<file path="src/source/assertPkg.sv">
//**************************************************************************
// Property checker shared definitions
//**************************************************************************

package assertPkg;

   // APB bus widths
   typedef logic [7:0]  apbAddrT;
   typedef logic [31:0] apbDataT;

   typedef logic [15:0] countT;   // event counters, wrap on overflow

   // per-thread age, so dlyMax can be 14 at most
   typedef logic [3:0]  ageT;

   // register map
   localparam apbAddrT ctrlAddr = 8'h00;
   localparam apbAddrT passAddr = 8'h04;
   localparam apbAddrT failAddr = 8'h08;
   localparam apbAddrT ovflAddr = 8'h0C;

   // control register fields
   localparam int enableBit = 0;
   localparam int clearBit  = 1;   // self clearing, reads back 0

endpackage

</file>
<file path="src/source/apbRegs.sv">
//**************************************************************************
// APB control and status registers
//**************************************************************************
`timescale 1ns/10ps

module apbRegs (
   input  logic              Clk,
   input  logic              arstN,
   input  logic              psel,
   input  logic              penable,
   input  logic              pwrite,
   input  assertPkg::apbAddrT paddr,
   input  assertPkg::apbDataT pwdata,
   input  assertPkg::countT   passCount,
   input  assertPkg::countT   failCount,
   input  assertPkg::countT   ovflCount,
   output assertPkg::apbDataT prdata,
   output logic              pslverr,
   output logic              enable,
   output logic              clear
);

   import assertPkg::*;

   logic access;     // access phase, no wait states
   logic mapped;
   logic ctrlWrite;

   assign access = psel && penable;

   always_comb begin
      case (paddr)
         ctrlAddr, passAddr, failAddr, ovflAddr: mapped = 1'b1;
         default:                                mapped = 1'b0;
      endcase
   end

   assign pslverr   = access && !mapped;
   assign ctrlWrite = access && pwrite && (paddr == ctrlAddr);

   // enable holds, clear lasts one cycle after the write
   always_ff @(posedge Clk or negedge arstN) begin
      if (!arstN) begin
         enable <= 1'b0;
         clear  <= 1'b0;
      end
      else begin
         clear <= ctrlWrite && pwdata[clearBit];
         if (ctrlWrite) begin
            enable <= pwdata[enableBit];
         end
      end
   end

   // read mux, counters zero extended
   always_comb begin
      prdata = '0;
      if (access && !pwrite) begin
         case (paddr)
            ctrlAddr: prdata[enableBit] = enable;   // clear bit reads 0
            passAddr: prdata = apbDataT'(passCount);
            failAddr: prdata = apbDataT'(failCount);
            ovflAddr: prdata = apbDataT'(ovflCount);
            default:  prdata = '0;
         endcase
      end
   end

endmodule

</file>
<file path="src/source/propertyChecker.sv">
//**************************************************************************
// Req to ack window property checker
//**************************************************************************
`timescale 1ns/10ps

module propertyChecker #(
   parameter int numThreads = 2,
   parameter int dlyMin     = 2,   // at least 1
   parameter int dlyMax     = 6    // dlyMin up to 14
) (
   input  logic              Clk,
   input  logic              arstN,
   input  logic              req,
   input  logic              ack,
   input  logic              psel,
   input  logic              penable,
   input  logic              pwrite,
   input  assertPkg::apbAddrT paddr,
   input  assertPkg::apbDataT pwdata,
   output assertPkg::apbDataT prdata,
   output logic              pslverr,
   output logic              checkPass,
   output logic              checkFail
);

   import assertPkg::*;

   logic enable;
   logic clear;
   logic overflow;
   logic [numThreads-1:0] start;
   logic [numThreads-1:0] busy;
   logic [numThreads-1:0] passHit;
   logic [numThreads-1:0] failHit;
   countT passCount;
   countT failCount;
   countT ovflCount;

   apbRegs uRegs (
      .Clk(Clk), .arstN(arstN), .psel(psel), .penable(penable), .pwrite(pwrite),
      .paddr(paddr), .pwdata(pwdata), .passCount(passCount), .failCount(failCount),
      .ovflCount(ovflCount), .prdata(prdata), .pslverr(pslverr),
      .enable(enable), .clear(clear));

   threadDispatch #(.numThreads(numThreads)) uDispatch (
      .Clk(Clk), .arstN(arstN), .enable(enable), .clear(clear), .req(req),
      .busy(busy), .start(start), .overflow(overflow));

   // one window counter per outstanding attempt
   for (genvar i = 0; i < numThreads; i++) begin : gThread
      windowThread #(.dlyMin(dlyMin), .dlyMax(dlyMax)) uThread (
         .Clk(Clk), .arstN(arstN), .enable(enable), .clear(clear),
         .start(start[i]), .ack(ack), .busy(busy[i]),
         .passHit(passHit[i]), .failHit(failHit[i]));
   end

   resultCollect #(.numThreads(numThreads)) uCollect (
      .Clk(Clk), .arstN(arstN), .clear(clear), .overflow(overflow),
      .passHit(passHit), .failHit(failHit), .checkPass(checkPass),
      .checkFail(checkFail), .passCount(passCount), .failCount(failCount),
      .ovflCount(ovflCount));

endmodule

</file>
<file path="src/source/resultCollect.sv">
//**************************************************************************
// Result pulses and event counters
//**************************************************************************
`timescale 1ns/10ps

module resultCollect #(
   parameter int numThreads = 2
) (
   input  logic                  Clk,
   input  logic                  arstN,
   input  logic                  clear,
   input  logic                  overflow,
   input  logic [numThreads-1:0] passHit,
   input  logic [numThreads-1:0] failHit,
   output logic                  checkPass,
   output logic                  checkFail,
   output assertPkg::countT      passCount,
   output assertPkg::countT      failCount,
   output assertPkg::countT      ovflCount
);

   import assertPkg::*;

   // number of threads deciding this cycle
   function automatic countT popCount(input logic [numThreads-1:0] hits);
      countT n;
      n = '0;
      for (int i = 0; i < numThreads; i++) begin
         n = n + countT'(hits[i]);
      end
      return n;
   endfunction

   // one pulse even when several threads decide together
   always_ff @(posedge Clk or negedge arstN) begin
      if (!arstN) begin
         checkPass <= 1'b0;
         checkFail <= 1'b0;
      end
      else if (clear) begin
         checkPass <= 1'b0;
         checkFail <= 1'b0;
      end
      else begin
         checkPass <= |passHit;
         checkFail <= |failHit;
      end
   end

   always_ff @(posedge Clk or negedge arstN) begin
      if (!arstN) begin
         passCount <= '0;
         failCount <= '0;
         ovflCount <= '0;
      end
      else if (clear) begin
         passCount <= '0;
         failCount <= '0;
         ovflCount <= '0;
      end
      else begin
         passCount <= passCount + popCount(passHit);   // counters wrap
         failCount <= failCount + popCount(failHit);
         ovflCount <= ovflCount + countT'(overflow);
      end
   end

endmodule

</file>
<file path="src/source/threadDispatch.sv">
//**************************************************************************
// Rise detect and thread dispatch
//**************************************************************************
`timescale 1ns/10ps

module threadDispatch #(
   parameter int numThreads = 2
) (
   input  logic                  Clk,
   input  logic                  arstN,
   input  logic                  enable,
   input  logic                  clear,
   input  logic                  req,
   input  logic [numThreads-1:0] busy,
   output logic [numThreads-1:0] start,
   output logic                  overflow
);

   logic reqQ;     // req as sampled last cycle
   logic trigger;

   // history keeps running even while disabled
   always_ff @(posedge Clk or negedge arstN) begin
      if (!arstN) begin
         reqQ <= 1'b0;
      end
      else begin
         reqQ <= req;
      end
   end

   // a rise only counts while enabled and not clearing
   assign trigger = enable && !clear && req && !reqQ;

   // lowest idle thread takes the attempt
   always_comb begin
      logic taken;
      taken = 1'b0;
      start = '0;
      for (int i = 0; i < numThreads; i++) begin
         if (trigger && !busy[i] && !taken) begin
            start[i] = 1'b1;
            taken    = 1'b1;
         end
      end
   end

   // no thread left, attempt is dropped
   assign overflow = trigger && (&busy);

endmodule

</file>
<file path="src/source/windowThread.sv">
//**************************************************************************
// Window thread
//**************************************************************************
`timescale 1ns/10ps

module windowThread #(
   parameter int dlyMin = 2,
   parameter int dlyMax = 6
) (
   input  logic Clk,
   input  logic arstN,
   input  logic enable,
   input  logic clear,
   input  logic start,
   input  logic ack,
   output logic busy,
   output logic passHit,
   output logic failHit
);

   import assertPkg::*;

   ageT age;   // cycles since the trigger, 0 when idle
   logic active;

   // no decision while clearing or disabled
   assign active = enable && !clear;

   assign busy    = (age != '0);
   assign passHit = active && busy && (age >= ageT'(dlyMin)) && ack;
   assign failHit = active && (age == ageT'(dlyMax)) && !ack;

   always_ff @(posedge Clk or negedge arstN) begin
      if (!arstN) begin
         age <= '0;
      end
      else if (!active) begin
         age <= '0;             // drop attempt in flight
      end
      else if (start) begin
         age <= ageT'(1);
      end
      else if (busy) begin
         if (passHit || failHit) begin
            age <= '0;          // decided, thread is free next cycle
         end
         else begin
            age <= age + ageT'(1);
         end
      end
   end

endmodule

</file>
<file path="config.mk">
export PLATFORM = sky130hd
export DESIGN_NAME = propertyChecker
export DESIGN_NICKNAME = d
export VERILOG_FILES = /design/src/source/assertPkg.sv /design/src/source/apbRegs.sv /design/src/source/propertyChecker.sv /design/src/source/resultCollect.sv /design/src/source/threadDispatch.sv /design/src/source/windowThread.sv
export SDC_FILE = /design/constraint.sdc
export NUM_CORES = 1
export LEC_CHECK = 0
export BUFFER_PORTS_ARGS = -buffer_cell sky130_fd_sc_hd__buf_2
export CAP_MARGIN = 20
export CORE_MARGIN = 2
export CORE_UTILIZATION = 25
export CTS_BUF_LIST = sky130_fd_sc_hd__clkbuf_4 sky130_fd_sc_hd__clkbuf_8 sky130_fd_sc_hd__clkbuf_16
export DETAILED_ROUTE_END_ITERATION = 8
export PLACE_DENSITY = 0.43
export SYNTH_ARGS = -nofsm -noshare
export SYNTH_HDL_FRONTEND = slang
export SYNTH_SLANG_ARGS = --single-unit
</file>
<file path="constraint.sdc">
create_clock -name Clk -period 4.7 [get_ports Clk]
set_input_delay 0.47 -clock Clk [delete_from_list [all_inputs] [get_ports Clk]]
set_output_delay 0.47 -clock Clk [all_outputs]
set_load 0.02 [all_outputs]
</file>
==> metrics <==
xor/xnor share of the synthesized area 8.32%; Worst Skew 0.00643 ns; cell count after placement 595; worst reg2reg path depth 11; via-per-instance ratio 4.61; initial antenna violation count 0; switching part of the total power 22.1%; Diodes inserted 0; VDD IR-drop max 0.143 mV; cell taking the most area after synthesis dfrtp_1; Antenna Nets Post-Route 0; Psw 0.000262 W; number of cells in the finished layout apart from fillers 611; starting density of the core 25.4%; Seq pwr share 44.7%; Max-cap violations 0; Reg2Reg Launch Point gThread[0].uThread.age[1]$_DFFE_PN0P_; # DRC 0; total power divided by cell area 280 nW/µm²; Yosys cell types 43; number of flops mapped to enable cells by yosys 0; total setup buffers inserted after CTS 0; most instantiated cells after synthesis 61 x dfrtp_1, 61 x nor2_1, 20 x xor2_1, 19 x nand2_1, 17 x buf_4; Final Net Count 488; fmax 308 MHz; sum of overflow across all layers after global routing 0; count of boundary I/O pins 82; top sig layer met4; compound-cell area share of the yosys netlist 8.29%; overall track demand over capacity in global routing 11.5%; final-report max-slew violation count 0; Critical Path Sink Type register; sum of routed wire length over all layers 8420 µm; clock latency on the worst-skew pair 0.33 ns; wire length of the first global-routing pass 14,400 µm; end of the worst register-to-register path uCollect.passCount[15]$_DFF_PN0_; number of hold buffers added after cts 0; worst reg-to-reg setup slack 1.45 ns; Met2 Wirelength 3760 µm; post-synthesis sequential element count 61; standard-cell rows 44; CP dominant cell by count ha_1; post-cts sizing count 0; fraction of final layout cells sized beyond drive strength 1 17.8%; WL met1 4230 µm; netlist area before placement 3680 µm²; type of the setup path with the least slack reg2reg; routability congestion estimate from global placement 0.790; synth-to-layout area growth 15.0%; buffer type at the clock tree root clkbuf_16; number of clock sinks 61; RSZ-0062 raised after global routing no; clock transition time at the flip-flop clock pins of the worst setup and hold paths 0.05 ns; count of port buffers added during placement 35; critical path required time 4.95 ns; number of levels the H-tree was split into 3; Setup TNS Final 0 ns; worst-path fanout max 6; Leakage 1.92 nW; final critical path time including I/O delays and setup 3.25 ns; initial drt markers 129; arrival time at the worst endpoint 3.50 ns; slew at the pin closest to its max-slew limit 0.888 ns; Floorplan Core Area 14,500 µm²; Detail Route met3 WL 260 µm; Final HPWL DP 5920 µm; post-detailed-route wirelength per cell 13.8 µm; warning count from the yosys run 0; area of the die 15,700 µm²; headroom to the max-slew limit 40.8%; first drt pass iteration count 5; internal power 0.000925 W; worst min-delay path class in2async; main area contributors after synthesis dfrtp_1 41%, nor2_1 6.2%, ha_1 5.4%; CP Cell Sequence inv_1 -> ha_1 -> nor3b_1 -> or2_2 -> nor2_1 -> ha_1 -> ha_1 -> a21oi_1 -> or3_4 -> or4_1 -> a21oi_1; total vias in the final route 2,816; largest net degree at the start of global routing 53; relative contribution of combinational cells to total power 4.3%; Slowest cell on crit path nor3b_1; type of element launching the critical path register; portion of synthesized cell area occupied by the leading cell type 41.4%; Finish-stage setup viols 0; clock buffer depth 2; vias in the first global route 2,761; CTS tree done; status complete, no violations; main combinational cell family by area after synthesis simple AND/OR/NAND/NOR gates; Async S/R FF share, synth 100%; Final Cycle Share 69.2%; simple-gate portion of the synthesized area 23.0%; die extent in x 125 µm; clock power share 51.1%; synthesized area per cell 9.40 µm²; sequential-to-total area share from yosys stat 41.4%; cts bufs inserted 9; critical path's largest stage delay 0.48 ns; Most used DFF post-synth dfrtp_1; Mapped Cells 392; die extent in y 125 µm; Post-Synth Adder-Cell Area 6.52%; fraction of synthesized area in multiplexers 5.50%; final hold violations 0
[through the flow]
stage	area [µm²]	hold slack [ns]	utilization [%]	worst slack [ns]	total power (W)
finish	4240	0.254	29.3	1.45	0.00119
global route	4240	0.256	29.3	1.21	0.00125
CTS	4230	0.251	29.2	1.45	0.00121
detailed placement	3960	0.546	27.3	1.48	0.000590
global placement	3960	0.539	27.3	1.45	0.000590
floorplan	3740	0.174	-	1.82	0.000576
[logic make-up (layout without fill, tap and decap cells)]
logic type	after synthesis	in the layout
AND/OR/NAND/NOR	166	166
multiplexers	17	17
other	1	16
adder cells (fa/ha/maj)	18	18
AO/OA/AOI/OAI	48	48
XOR/XNOR	35	35
flip-flops	61	61
buffers and inverters	46	66
[power groups by stage]
stage                     combinational, W  clock [W]  sequential (W)
after global placement           0.0000514          0        0.000539
after floorplan                  0.0000377          0        0.000539
after global routing             0.0000578   0.000658        0.000530
final                            0.0000508   0.000606        0.000530
after CTS                        0.0000517   0.000627        0.000530
after detailed placement         0.0000516          0        0.000539
[worst max path at each step]
| stage | slack [ns] | depth (start not counted) | startpoint | to |
|---|---|---|---|---|
| 3_5_place_dp | 1.48 | 11 | gThread[0].uThread.age[1]$_DFFE_PN0P_ | uCollect.passCount[15]$_DFF_PN0_ |
| 2_1_floorplan | 1.82 | 11 | gThread[0].uThread.age[0]$_DFFE_PN0P_ | uCollect.passCount[15]$_DFF_PN0_ |
| 4_1_cts | 1.45 | 11 | gThread[0].uThread.age[1]$_DFFE_PN0P_ | uCollect.passCount[15]$_DFF_PN0_ |
| 3_3_place_gp | 1.45 | 11 | gThread[0].uThread.age[0]$_DFFE_PN0P_ | uCollect.passCount[15]$_DFF_PN0_ |
| 6_report | 1.45 | 11 | gThread[0].uThread.age[1]$_DFFE_PN0P_ | uCollect.passCount[15]$_DFF_PN0_ |
| 5_1_grt | 1.21 | 12 | gThread[0].uThread.age[1]$_DFFE_PN0P_ | uCollect.passCount[14]$_DFF_PN0_ |
[sequential cells by signal, indices dropped and copies added (netlist names)]
signal and count:
gThread.uThread.age 8, uCollect.checkFail 1, uCollect.checkPass 1, uCollect.failCount 16, uCollect.ovflCount 16, uCollect.passCount 16, uDispatch.reqQ 1, uRegs.clear 1
uRegs.enable 1
[critical path, delay by kind of cell (launching register included)]
kind | cells | cell delay (ns)
compound gates | 2 | 0.30
fa+ha+maj | 3 | 0.67
flops | 1 | 0.44
simple gates | 5 | 1.67
buf+inv | 1 | 0.09
[metal layers]
layer	track usage [%]	vias up
met1	15.9	1354
met5	0	-
met2	17.3	58
li1	-	1391
met3	2.31	13
met4	5.16	0
[layout make-up]
type	count	area, µm²
Clock inverter	2	10.0
Tap cell	184	230
Clock buffer	13	262
Multi-Input combinational cell	300	1960
Fill cell	1511	10200
Sequential cell	61	1530
Inverter	13	48.8
Timing Repair Buffer	38	198
[cell usage in the layout, fill, tap and decap left out, types with 12 or more instances in the layout]
master and count:
a21oi_1 15, ha_1 16, or3_1 12, xor2_1 20, conb_1 16, mux2_2 16, inv_1 13, nand2_1 19
dfrtp_1 61, xnor2_1 15, a22oi_1 15, nand4_1 13, nor2_1 61, nand3_1 16, buf_2 35
Note: power is estimated with default switching activity, not from simulation.
